`src/rtl/alu_pkg.sv`:
```
// ALU package: data widths, operand and flag types, operation codes and flag-bit positions
package alu_pkg;

    typedef logic [31:0] data_t;    // operand or result word
    typedef logic [32:0] ext_t;     // sign-extended operand for overflow
    typedef logic [ 2:0] width_t;   // one-hot: long, word, byte
    typedef logic [ 6:0] alu_op_t;  // operation code
    typedef logic [ 7:0] flags_t;   // S Z 0 H 0 V N C
    typedef logic [ 5:0] shadow_t;  // S Z H V N C

    // arithmetic
    localparam alu_op_t ALU_MOVE = 7'h00;
    localparam alu_op_t ALU_ADD  = 7'h01;
    localparam alu_op_t ALU_ADC  = 7'h02;
    localparam alu_op_t ALU_INC  = 7'h03;
    localparam alu_op_t ALU_SUB  = 7'h04;
    localparam alu_op_t ALU_SBC  = 7'h05;
    localparam alu_op_t ALU_CP   = 7'h06;
    localparam alu_op_t ALU_DEC  = 7'h07;
    localparam alu_op_t ALU_NEG  = 7'h08;

    // logic
    localparam alu_op_t ALU_AND  = 7'h10;
    localparam alu_op_t ALU_OR   = 7'h11;
    localparam alu_op_t ALU_XOR  = 7'h12;
    localparam alu_op_t ALU_CPL  = 7'h13;

    // single-step shifts and rotates
    localparam alu_op_t ALU_RLC  = 7'h20;
    localparam alu_op_t ALU_RRC  = 7'h21;
    localparam alu_op_t ALU_RL   = 7'h22;
    localparam alu_op_t ALU_RR   = 7'h23;
    localparam alu_op_t ALU_SLA  = 7'h24;
    localparam alu_op_t ALU_SRA  = 7'h25;
    localparam alu_op_t ALU_SLL  = 7'h26;
    localparam alu_op_t ALU_SRL  = 7'h27;

    // flag-only
    localparam alu_op_t ALU_SCF  = 7'h30;
    localparam alu_op_t ALU_RCF  = 7'h31;
    localparam alu_op_t ALU_CCF  = 7'h32;
    localparam alu_op_t ALU_ZCF  = 7'h33;
    localparam alu_op_t ALU_EXFF = 7'h34;   // swap with shadow set

    // bit positions inside flags_t
    localparam int FLAG_S = 7;
    localparam int FLAG_Z = 6;
    localparam int FLAG_H = 4;
    localparam int FLAG_V = 2;
    localparam int FLAG_N = 1;
    localparam int FLAG_C = 0;

endpackage
```
`src/rtl/alu_top.sv`:
```
// ALU top level: operand stage, core and writeback
`timescale 1ns/100ps

module alu_top (
    input  logic             clk,
    input  logic             rst,
    input  logic             cen,
    input  alu_pkg::data_t   op0,        // destination
    input  alu_pkg::data_t   op1,        // source
    input  alu_pkg::data_t   imm,        // alternative source
    input  logic             sel_imm,
    input  logic             flag_we,    // flag-only operation strobe
    input  alu_pkg::width_t  w,          // zero means no operation
    input  alu_pkg::alu_op_t sel,
    output alu_pkg::data_t   dout,
    output alu_pkg::flags_t  flags,
    output alu_pkg::width_t  alu_we,
    output logic             flag_only
);

    import alu_pkg::*;

    data_t op2, rslt;
    ext_t  ext_op0, ext_op2;
    logic  nx_s, nx_z, nx_h, nx_v, nx_n, nx_c;

    operand_stage u_operands (
        .op0(op0), .op1(op1), .imm(imm), .sel_imm(sel_imm), .w(w),
        .op2(op2), .ext_op0(ext_op0), .ext_op2(ext_op2)
    );

    alu_core u_core (
        .op0(op0), .op2(op2), .ext_op0(ext_op0), .ext_op2(ext_op2),
        .sel(sel), .w(w),
        .flags(flags), .dout(dout),     // fed back from the registers
        .rslt(rslt),
        .nx_s(nx_s), .nx_z(nx_z), .nx_h(nx_h),
        .nx_v(nx_v), .nx_n(nx_n), .nx_c(nx_c)
    );

    alu_writeback u_writeback (
        .clk(clk), .rst(rst), .cen(cen),
        .sel(sel), .w(w), .flag_we(flag_we), .rslt(rslt),
        .nx_s(nx_s), .nx_z(nx_z), .nx_h(nx_h),
        .nx_v(nx_v), .nx_n(nx_n), .nx_c(nx_c),
        .dout(dout), .flags(flags),
        .alu_we(alu_we), .flag_only(flag_only)
    );

endmodule

```
`src/rtl/alu_writeback.sv`:
```
// ALU writeback: result, flag and shadow registers, flag-only operations, delayed strobes
`timescale 1ns/100ps

module alu_writeback (
    input  logic             clk,
    input  logic             rst,
    input  logic             cen,
    input  alu_pkg::alu_op_t sel,
    input  alu_pkg::width_t  w,
    input  logic             flag_we,
    input  alu_pkg::data_t   rslt,
    input  logic             nx_s,
    input  logic             nx_z,
    input  logic             nx_h,
    input  logic             nx_v,
    input  logic             nx_n,
    input  logic             nx_c,
    output alu_pkg::data_t   dout,
    output alu_pkg::flags_t  flags,
    output alu_pkg::width_t  alu_we,     // w one enabled edge later
    output logic             flag_only   // flag_we one enabled edge later
);

    import alu_pkg::*;

    logic    sign, zero, halfc, overflow, negative, carry;
    shadow_t fdash, nx_fdash;           // shadow flag set
    shadow_t up_f;                      // next S Z H V N C
    logic    flag_wel;
    logic    flag_upd;

    assign flags = {sign, zero, 1'b0, halfc, 1'b0, overflow, negative, carry};

    // update on any operation or on a rising flag_we only
    assign flag_upd = w != 0 || (flag_we && !flag_wel);

    always_comb begin
        up_f     = {nx_s, nx_z, nx_h, nx_v, nx_n, nx_c};
        nx_fdash = fdash;
        case (sel)
            ALU_SCF:  up_f = {sign, zero, 1'b0, overflow, 1'b0, 1'b1};
            ALU_RCF:  up_f = {sign, zero, 1'b0, overflow, 1'b0, 1'b0};
            ALU_CCF:  up_f = {sign, zero, halfc, overflow, 1'b0, ~carry};
            ALU_ZCF:  up_f = {sign, zero, halfc, overflow, 1'b0, ~zero};
            ALU_EXFF: begin
                up_f     = fdash;
                nx_fdash = {sign, zero, halfc, overflow, negative, carry};
            end
            default: ;
        endcase
    end

    always_ff @(posedge clk or posedge rst) begin
        if (rst) begin
            dout      <= '0;
            {sign, zero, halfc, overflow, negative, carry} <= '0;
            fdash     <= '0;
            flag_wel  <= 1'b0;
            alu_we    <= '0;
            flag_only <= 1'b0;
        end else if (cen) begin
            flag_wel  <= flag_we;
            alu_we    <= w;
            flag_only <= flag_we;
            if (w != 0) begin
                dout <= rslt;   // no result write when idle
            end
            if (flag_upd) begin
                {sign, zero, halfc, overflow, negative, carry} <= up_f;
                fdash <= nx_fdash;
            end
        end
    end

endmodule

```
`src/rtl/alu_core.sv`:
```
// ALU core: result selection per operation code and next-flag computation
`timescale 1ns/100ps

module alu_core (
    input  alu_pkg::data_t   op0,
    input  alu_pkg::data_t   op2,
    input  alu_pkg::ext_t    ext_op0,
    input  alu_pkg::ext_t    ext_op2,
    input  alu_pkg::alu_op_t sel,
    input  alu_pkg::width_t  w,
    input  alu_pkg::flags_t  flags,   // current flag register
    input  alu_pkg::data_t   dout,    // current result register
    output alu_pkg::data_t   rslt,
    output logic             nx_s,
    output logic             nx_z,
    output logic             nx_h,
    output logic             nx_v,
    output logic             nx_n,
    output logic             nx_c
);

    import alu_pkg::*;

    data_t      arith_a, arith_b, sum, bw_rslt;
    ext_t       arith_ext_a, arith_ext_b;
    logic       is_neg, arith_sub, arith_cin, half, ext_msb, bw_cout;
    logic [2:0] cout;
    logic       res_s, res_z, res_even, arith_c, arith_v;

    // NEG runs as 0 - op0
    assign is_neg      = sel == ALU_NEG;
    assign arith_a     = is_neg ? '0 : op0;
    assign arith_ext_a = is_neg ? '0 : ext_op0;
    assign arith_b     = is_neg ? op0 : op2;
    assign arith_ext_b = is_neg ? ext_op0 : ext_op2;
    assign arith_sub   = sel inside {ALU_SUB, ALU_SBC, ALU_CP, ALU_DEC, ALU_NEG};
    assign arith_cin   = (sel == ALU_ADC || sel == ALU_SBC) && flags[FLAG_C];

    arith_unit u_arith (
        .a(arith_a), .b(arith_b), .ext_a(arith_ext_a), .ext_b(arith_ext_b),
        .sub(arith_sub), .cin(arith_cin), .sum(sum), .half(half),
        .cout(cout), .ext_sum_msb(ext_msb)
    );

    bitwise_unit u_bitwise (
        .sel(sel), .w(w), .a(op0), .b(op2), .prev(dout),
        .carry(flags[FLAG_C]), .rslt(bw_rslt), .cout(bw_cout)
    );

    always_comb begin
        case (sel)
            ALU_MOVE: rslt = op2;
            ALU_ADD, ALU_ADC, ALU_INC, ALU_SUB, ALU_SBC, ALU_CP, ALU_DEC, ALU_NEG:
                rslt = sum;
            ALU_AND, ALU_OR, ALU_XOR, ALU_CPL, ALU_RLC, ALU_RRC, ALU_RL, ALU_RR,
            ALU_SLA, ALU_SRA, ALU_SLL, ALU_SRL:
                rslt = bw_rslt;
            default: rslt = dout;   // flag-only and unknown codes
        endcase
    end

    // result properties at the active width
    assign res_s    = w[0] ? rslt[7] : w[1] ? rslt[15] : rslt[31];
    assign res_z    = w[0] ? rslt[7:0] == 0 : w[1] ? rslt[15:0] == 0 : rslt == 0;
    assign res_even = w[0] ? ~^rslt[7:0] : ~^rslt[15:0];
    assign arith_c  = w[0] ? cout[0] : w[1] ? cout[1] : cout[2];
    assign arith_v  = ext_msb ^ res_s;

    always_comb begin
        nx_s = flags[FLAG_S];
        nx_z = flags[FLAG_Z];
        nx_h = flags[FLAG_H];
        nx_v = flags[FLAG_V];
        nx_n = flags[FLAG_N];
        nx_c = flags[FLAG_C];
        case (sel)
            ALU_ADD, ALU_ADC, ALU_INC, ALU_SUB, ALU_SBC, ALU_CP, ALU_DEC, ALU_NEG: begin
                if ((sel != ALU_INC && sel != ALU_DEC) || w[0]) begin
                    nx_s = res_s;
                    nx_z = res_z;
                    nx_h = half;
                    nx_v = arith_v;
                    nx_n = arith_sub;
                end
                if (sel != ALU_INC && sel != ALU_DEC) begin
                    nx_c = arith_c;     // INC and DEC keep C
                end
            end
            ALU_AND, ALU_OR, ALU_XOR: begin
                nx_s = res_s;
                nx_z = res_z;
                nx_h = sel == ALU_AND;
                nx_v = res_even;
                nx_n = 1'b0;
                nx_c = 1'b0;
            end
            ALU_CPL: begin
                nx_h = 1'b1;
                nx_n = 1'b1;
            end
            ALU_RLC, ALU_RRC, ALU_RL, ALU_RR, ALU_SLA, ALU_SRA, ALU_SLL, ALU_SRL: begin
                nx_s = res_s;
                nx_z = res_z;
                nx_h = 1'b0;
                nx_v = res_even;
                nx_n = 1'b0;
                nx_c = bw_cout;
            end
            default: ;
        endcase
    end

endmodule

```
`src/rtl/bitwise_unit.sv`:
```
// Bitwise unit: logic operations and single-step shifts and rotates at the active width
`timescale 1ns/100ps

module bitwise_unit (
    input  alu_pkg::alu_op_t sel,
    input  alu_pkg::width_t  w,
    input  alu_pkg::data_t   a,       // shifted operand
    input  alu_pkg::data_t   b,
    input  alu_pkg::data_t   prev,    // supplies bits above the width
    input  logic             carry,   // current C flag
    output alu_pkg::data_t   rslt,
    output logic             cout     // bit shifted out
);

    import alu_pkg::*;

    logic msb_a;
    logic shl_in;
    logic shr_in;

    assign msb_a = w[0] ? a[7] : w[1] ? a[15] : a[31];

    // bit entering at the lsb or msb
    assign shl_in = sel == ALU_RL  ? carry :
                    sel == ALU_RLC ? msb_a : 1'b0;
    assign shr_in = sel == ALU_RR  ? carry :
                    sel == ALU_SRA ? msb_a :
                    sel == ALU_RRC ? a[0]  : 1'b0;

    always_comb begin
        rslt = prev;
        cout = carry;
        case (sel)
            ALU_AND: rslt = a & b;
            ALU_OR:  rslt = a | b;
            ALU_XOR: rslt = a ^ b;
            ALU_CPL: rslt = ~b;
            ALU_RLC, ALU_RL, ALU_SLA, ALU_SLL: begin
                if (w[0]) begin
                    {cout, rslt[7:0]} = {a[7:0], shl_in};
                end else if (w[1]) begin
                    {cout, rslt[15:0]} = {a[15:0], shl_in};
                end else begin
                    {cout, rslt} = {a, shl_in};
                end
            end
            ALU_RRC, ALU_RR, ALU_SRA, ALU_SRL: begin
                if (w[0]) begin
                    {rslt[7:0], cout} = {shr_in, a[7:0]};
                end else if (w[1]) begin
                    {rslt[15:0], cout} = {shr_in, a[15:0]};
                end else begin
                    {rslt, cout} = {shr_in, a};
                end
            end
            default: ;  // keeps prev and carry
        endcase
    end

endmodule

```
`src/rtl/arith_unit.sv`:
```
// Arithmetic unit: nibble-chained adder/subtractor with half carry and per-width carries
`timescale 1ns/100ps

module arith_unit (
    input  alu_pkg::data_t a,
    input  alu_pkg::data_t b,
    input  alu_pkg::ext_t  ext_a,
    input  alu_pkg::ext_t  ext_b,
    input  logic           sub,          // high for a - b - cin
    input  logic           cin,          // carry or borrow in
    output alu_pkg::data_t sum,
    output logic           half,         // carry or borrow out of bit 3
    output logic [2:0]     cout,         // out of bits 31, 15, 7
    output logic           ext_sum_msb   // bit 32 of the extended result
);

    import alu_pkg::*;

    data_t      b_eff;
    ext_t       ext_b_eff;
    ext_t       ext_sum;
    logic       c_in;
    logic       c4;
    logic       c8;
    logic       c16;
    logic       c32;
    logic [3:0] s_lo;
    logic [3:0] s_hi;
    logic [7:0] s_byte1;
    logic [15:0] s_upper;

    // subtraction as a + ~b + ~borrow, carries invert to borrows
    assign b_eff     = sub ? ~b : b;
    assign ext_b_eff = sub ? ~ext_b : ext_b;
    assign c_in      = cin ^ sub;

    assign {c4, s_lo}       = {1'b0, a[3:0]}   + {1'b0, b_eff[3:0]}   + {4'd0, c_in};
    assign {c8, s_hi}       = {1'b0, a[7:4]}   + {1'b0, b_eff[7:4]}   + {4'd0, c4};
    assign {c16, s_byte1}   = {1'b0, a[15:8]}  + {1'b0, b_eff[15:8]}  + {8'd0, c8};
    assign {c32, s_upper}   = {1'b0, a[31:16]} + {1'b0, b_eff[31:16]} + {16'd0, c16};

    assign sum = {s_upper, s_byte1, s_hi, s_lo};

    // signed result one bit wider than any width, for overflow
    assign ext_sum     = ext_a + ext_b_eff + {32'd0, c_in};
    assign ext_sum_msb = ext_sum[32];

    assign half = c4 ^ sub;
    assign cout = {c32, c16, c8} ^ {3{sub}};

endmodule

```
`src/rtl/operand_stage.sv`:
```
// Operand stage: second-operand select and width-dependent sign extension
`timescale 1ns/100ps

module operand_stage (
    input  alu_pkg::data_t  op0,       // destination
    input  alu_pkg::data_t  op1,       // source
    input  alu_pkg::data_t  imm,       // alternative source
    input  logic            sel_imm,
    input  alu_pkg::width_t w,
    output alu_pkg::data_t  op2,
    output alu_pkg::ext_t   ext_op0,
    output alu_pkg::ext_t   ext_op2
);

    import alu_pkg::*;

    // extend from the msb of the active width
    function automatic ext_t extend(input data_t x, input width_t wd);
        ext_t e;
        if (wd[0]) begin
            e = {{25{x[7]}}, x[7:0]};
        end else if (wd[1]) begin
            e = {{17{x[15]}}, x[15:0]};
        end else begin
            e = {x[31], x};     // long, also the idle case
        end
        return e;
    endfunction

    assign op2     = sel_imm ? imm : op1;
    assign ext_op0 = extend(op0, w);
    assign ext_op2 = extend(op2, w);

endmodule

```
`config.mk`:
```
export PLATFORM = sky130hd
export DESIGN_NAME = alu_top
export DESIGN_NICKNAME = d
export VERILOG_FILES = /design/src/rtl/alu_pkg.sv /design/src/rtl/alu_top.sv /design/src/rtl/alu_writeback.sv /design/src/rtl/alu_core.sv /design/src/rtl/bitwise_unit.sv /design/src/rtl/arith_unit.sv /design/src/rtl/operand_stage.sv
export SDC_FILE = /design/constraint.sdc
export NUM_CORES = 1
export LEC_CHECK = 0
export BUFFER_PORTS_ARGS = -buffer_cell sky130_fd_sc_hd__buf_2
export CORE_UTILIZATION = 35
export DETAILED_ROUTE_END_ITERATION = 10
export PLACE_DENSITY = 0.63
export SYNTH_ARGS = -nofsm -noshare
export SYNTH_HDL_FRONTEND = slang
export SYNTH_SLANG_ARGS = --single-unit
```
`constraint.sdc`:
```
create_clock -name clk -period 9.6 [get_ports clk]
set_input_delay 2.4 -clock clk [delete_from_list [all_inputs] [get_ports clk]]
set_output_delay 2.4 -clock clk [all_outputs]
set_load 0.005 [all_outputs]
```
==> impl_table.tex <==
\begin{tabular}{lr}
\hline
Metric & Value \\
\hline
\multicolumn{2}{l}{\textbf{GRT}} \\
Remaining Overflow, GRT & 0 \\
Overall routing resource usage & between 20\% and 30\% \\
First-pass GRT wire length & roughly 57000 um \\
Pin count of the biggest net entering global routing & 56 \\
Number of global-route vias before repair & between 9000 and 10000 \\
Initial antenna violation count & 0 \\
\multicolumn{2}{l}{\textbf{Logic synthesis}} \\
Async SR Flop Fraction & 100\% \\
Syn Std Cell Area & slightly below 10000 sq um \\
Share of the synthesized area in the top cell type & between 10\% and 20\% \\
Unique masters post-synth & 84 \\
Synth Area per Inst & roughly 7.4 sq um \\
Yosys warnings & 0 \\
Cell types with the largest area share after synthesis & ha\_1 (16\%), dfrtp\_1 (12\%), mux2i\_1 (7.4\%), nor2\_1 (6.7\%), a21oi\_1 (6.2\%) \\
Synthesized-area fraction occupied by adder cells & 17.8\% \\
Post-Synth Simple-Gate Area & 19.3\% \\
Flip-flop cell with the highest count after synthesis & dfrtp\_1 \\
Post-synthesis sequential area ratio & 12.4\% \\
Number of enable flip-flop cells after synthesis & 0 \\
Xor and xnor fraction of the mapped netlist area & roughly 5.8\% \\
Area fraction in compound gates after synthesis & roughly a quarter \\
Mux contribution to synthesized area & around a tenth \\
Combinational family with the most area after synthesis & compound AO/OA/AOI/OAI gates \\
Commonest cells in the netlist & nor2\_1 (172), ha\_1 (125), a21oi\_1 (120) \\
Cell taking the most area after synthesis & ha\_1 \\
Number of instances in the synthesized netlist & 1304 \\
Flop and latch count out of synthesis & 48 \\
Most numerous cell in the Yosys netlist & nor2\_1 \\
\multicolumn{2}{l}{\textbf{Worst setup path}} \\
Capturing element type of the critical path & flop \\
Cell occurring most often along the worst timing path & fa\_2 \\
Setup Crit Path Kind & in2reg \\
Top fanout value on the critical path & 6 \\
Slowest-stage cell, CP & or3\_4 \\
Critical path data required time & 9.82 ns \\
Delay of the slowest cell on the worst path & 0.40 ns \\
Data arrival time at the worst-slack endpoint & about 9.6 ns \\
Startpoint type of the worst setup path & input pin \\
\multicolumn{2}{l}{\textbf{Min path}} \\
Class of the tightest hold or removal check & reg2reg \\
\multicolumn{2}{l}{\textbf{Detailed routing}} \\
DRC errors left & 0 \\
Post-DR wirelength/cell & 21.3 um \\
Detailed-router iteration count before antenna repair & 7 \\
Via/cell ratio & 5.97 \\
Antenna violation net count after detailed routing & 0 \\
Number of DRC violations after detailed-routing iteration 0 & approximately 1100 \\
Detailed-route via count & 10600 \\
Final Routed Wirelength & about 38000 um \\
\multicolumn{2}{l}{\textbf{Floorplanning}} \\
Die footprint & 28300 sq um \\
Y dimension of the die & 168 um \\
Placeable core region & 27000 sq um \\
Initial core utilization & a little over a third \\
Standard-cell row count & 60 \\
I/O pin total & around 160 \\
Die extent in x & around 170 um \\
\multicolumn{2}{l}{\textbf{Pwr}} \\
Worst ir drop on vdd & roughly 68 uV \\
Pwr Density & $\sim$110 nW/um\^{}2 \\
Leakage dissipation & 5.25 nW \\
Total power consumption of the routed design & around 0.0012 W \\
\multicolumn{2}{l}{\textbf{Clock network}} \\
Clock tree from TritonCTS & done \\
Max clock buf depth & 2 \\
H-tree Lvls & 2 \\
Hold-fix buffer count after cts & 0 \\
Clock Pin Slew Worst Setup and Hold Paths & 0.08 ns \\
CTS root buffer & clkbuf\_16 \\
Sink count of the clock tree & 48 \\
Clock network latency to the later pin of the worst-skew pair & $\sim$0.3 ns \\
Number of buffers inserted during clock tree synthesis & 5 \\
\multicolumn{2}{l}{\textbf{STA}} \\
Clock skew & around 0.008 ns \\
Slew Limit Headroom & 18.1\% \\
Max-slew violation total from the final report & 0 \\
Setup slack of the critical path after layout & between 0.2 and 0.3 ns \\
Slew at the pin closest to its max-slew limit & approximately 1.2 ns \\
Highest Clock Rate & about 0.11 GHz \\
Final setup viols & 0 \\
Final critical path time including I/O delays and setup & about 9.3 ns \\
Final hold violation count & 0 \\
Worst hold-check slack & $\sim$0.50 ns \\
Final cycle utilization of the critical path & 97.2\% \\
\multicolumn{2}{l}{\textbf{Placed design}} \\
Hpwl dp & 29100 um \\
Number of I/O port buffers & $\sim$150 \\
Routability congestion estimate & just under 1 \\
Worst slack at placement & -0.161 ns \\
\multicolumn{2}{l}{\textbf{Layout}} \\
Final Net Count & around 1700 \\
Sequential cell area & about 1200 sq um \\
Fillers & about 2800 \\
Total area of multi-input combinational cells & 7870 sq um \\
Proportion of layout cells with a drive suffix above 1 & between 20\% and 30\% \\
Area growth from synthesis to layout & 14.8\% \\
N\_diodes & 0 \\
\multicolumn{2}{l}{\textbf{Outcome}} \\
Outcome & completed \\
\multicolumn{2}{l}{\textbf{Job}} \\
Max capacitance violation total & 0 \\
\hline
\end{tabular}
-- sequential cells by signal (all words and copies together), names as in the netlist --
register / cells
u_writeback.negative: 1
u_writeback.zero: 1
u_writeback.flag_only: 1
u_writeback.halfc: 1
u_writeback.carry: 1
u_writeback.fdash: 6
u_writeback.dout: 32
u_writeback.alu_we: 3
u_writeback.overflow: 1
u_writeback.sign: 1
-- path summary, 6_finish.rpt --
kind / from / endpoint / slack [ns] / cells after the start
max reg2reg: u_writeback.carry$_DFFE_PP0P_ / u_writeback.zero$_DFFE_PP0P_ / 2.12 / 32
min reg2reg: u_writeback.alu_we[2]$_DFFE_PP0P_ / u_writeback.alu_we[2]$_DFFE_PP0P_ / 0.50 / 1
max in group asynchronous: rst / u_writeback.dout[5]$_DFFE_PP0P_ / 6.84 / 3
max: sel[5] / u_writeback.zero$_DFFE_PP0P_ / 0.27 / 34
min in group asynchronous: rst / u_writeback.dout[27]$_DFFE_PP0P_ / 2.26 / 3
min: u_writeback.alu_we[2]$_DFFE_PP0P_ / u_writeback.alu_we[2]$_DFFE_PP0P_ / 0.50 / 1
-- cell type report --
type	count	share of cell area, %
Inverter	79	2.67
Clock buffer	5	1.13
Tap cell	341	3.84
Sequential cell	48	10.8
Multi-Input combinational cell	1088	70.8
Clock inverter	3	0.169
Timing Repair Buffer	207	10.6
-- logic make-up after synthesis --
logic type / Yosys count
compound gates: 394
xor+xnor: 64
buf+inv: 169
flops: 48
simple gates: 398
other cells: 1
fa+ha+maj: 133
mux: 97
-- per-layer routing --
layer	wire [um]	GRT usage [%]	part of all wire, %	up-vias
met4	854	6.92	2.3	0
met3	3750	4.63	9.9	68
li1	-	-	-	4987
met1	16600	36.0	44	4960
met5	0	0	0	-
met2	16500	41.3	44	561
-- through the flow --
step / setup TNS [ns] / instance area, sq um / utilization, % / instances
5_1_grt: -0.114 / 11100 / 41.1 / 1771
2_1_floorplan: 0 / 9790 / - / 1305
4_1_cts: 0 / 11000 / 40.9 / 1768
3_3_place_gp: -0.226 / 10900 / 40.3 / 1760
6_report: 0 / 11100 / 41.1 / 1771
3_5_place_dp: -0.377 / 10900 / 40.3 / 1760
-- what timing repair did --
action | 4_1_cts | 5_1_grt
endpoints found under the setup margin | 0 | 5
buffers inserted | 0 | 3
gates resized for setup | 0 | 10
endpoints found under the hold margin | 0 | 0
-- worst max-delay path, delay by kind of cell --
family,cells,cell delay (ns)
XOR/XNOR,2,0.24
AO/OA/AOI/OAI,12,2.54
adder cells (fa/ha/maj),8,2.50
AND/OR/NAND/NOR,10,1.73
buffers and inverters,2,0.13
-- placed cells by master, fill, tap and decap left out, types with 5 or more instances in the layout --
cell type and count:
nand3_1 18, nand4_1 8, o2111ai_1 6, nor2_1 169, o211ai_1 18, buf_4 55
inv_1 76, xnor2_1 50, nor3_1 19, mux2_2 24, dfrtp_1 48, ha_1 125
a21o_1 16, o21a_1 5, fa_2 8, xor2_1 13, mux2i_1 71, a222oi_1 7
nand2_1 99, nor2b_1 7, and3_1 9, o21ai_0 89, a221o_1 5, a211oi_1 15
o22ai_1 15, a221oi_1 25, buf_2 151, a22oi_1 10, o221ai_1 7, clkbuf_16 5
or3_1 6, a31oi_1 6, a41oi_1 5, nand2b_1 5, and2_1 11, a21oi_1 119
-- where the power goes --
group          total, W  internal, W  switching [W]
sequential     0.000307     0.000249      0.0000586
clock          0.000185    0.0000965      0.0000887
combinational  0.000708     0.000315       0.000393
total           0.00120     0.000660       0.000541
(Power assumes the default switching activity.)
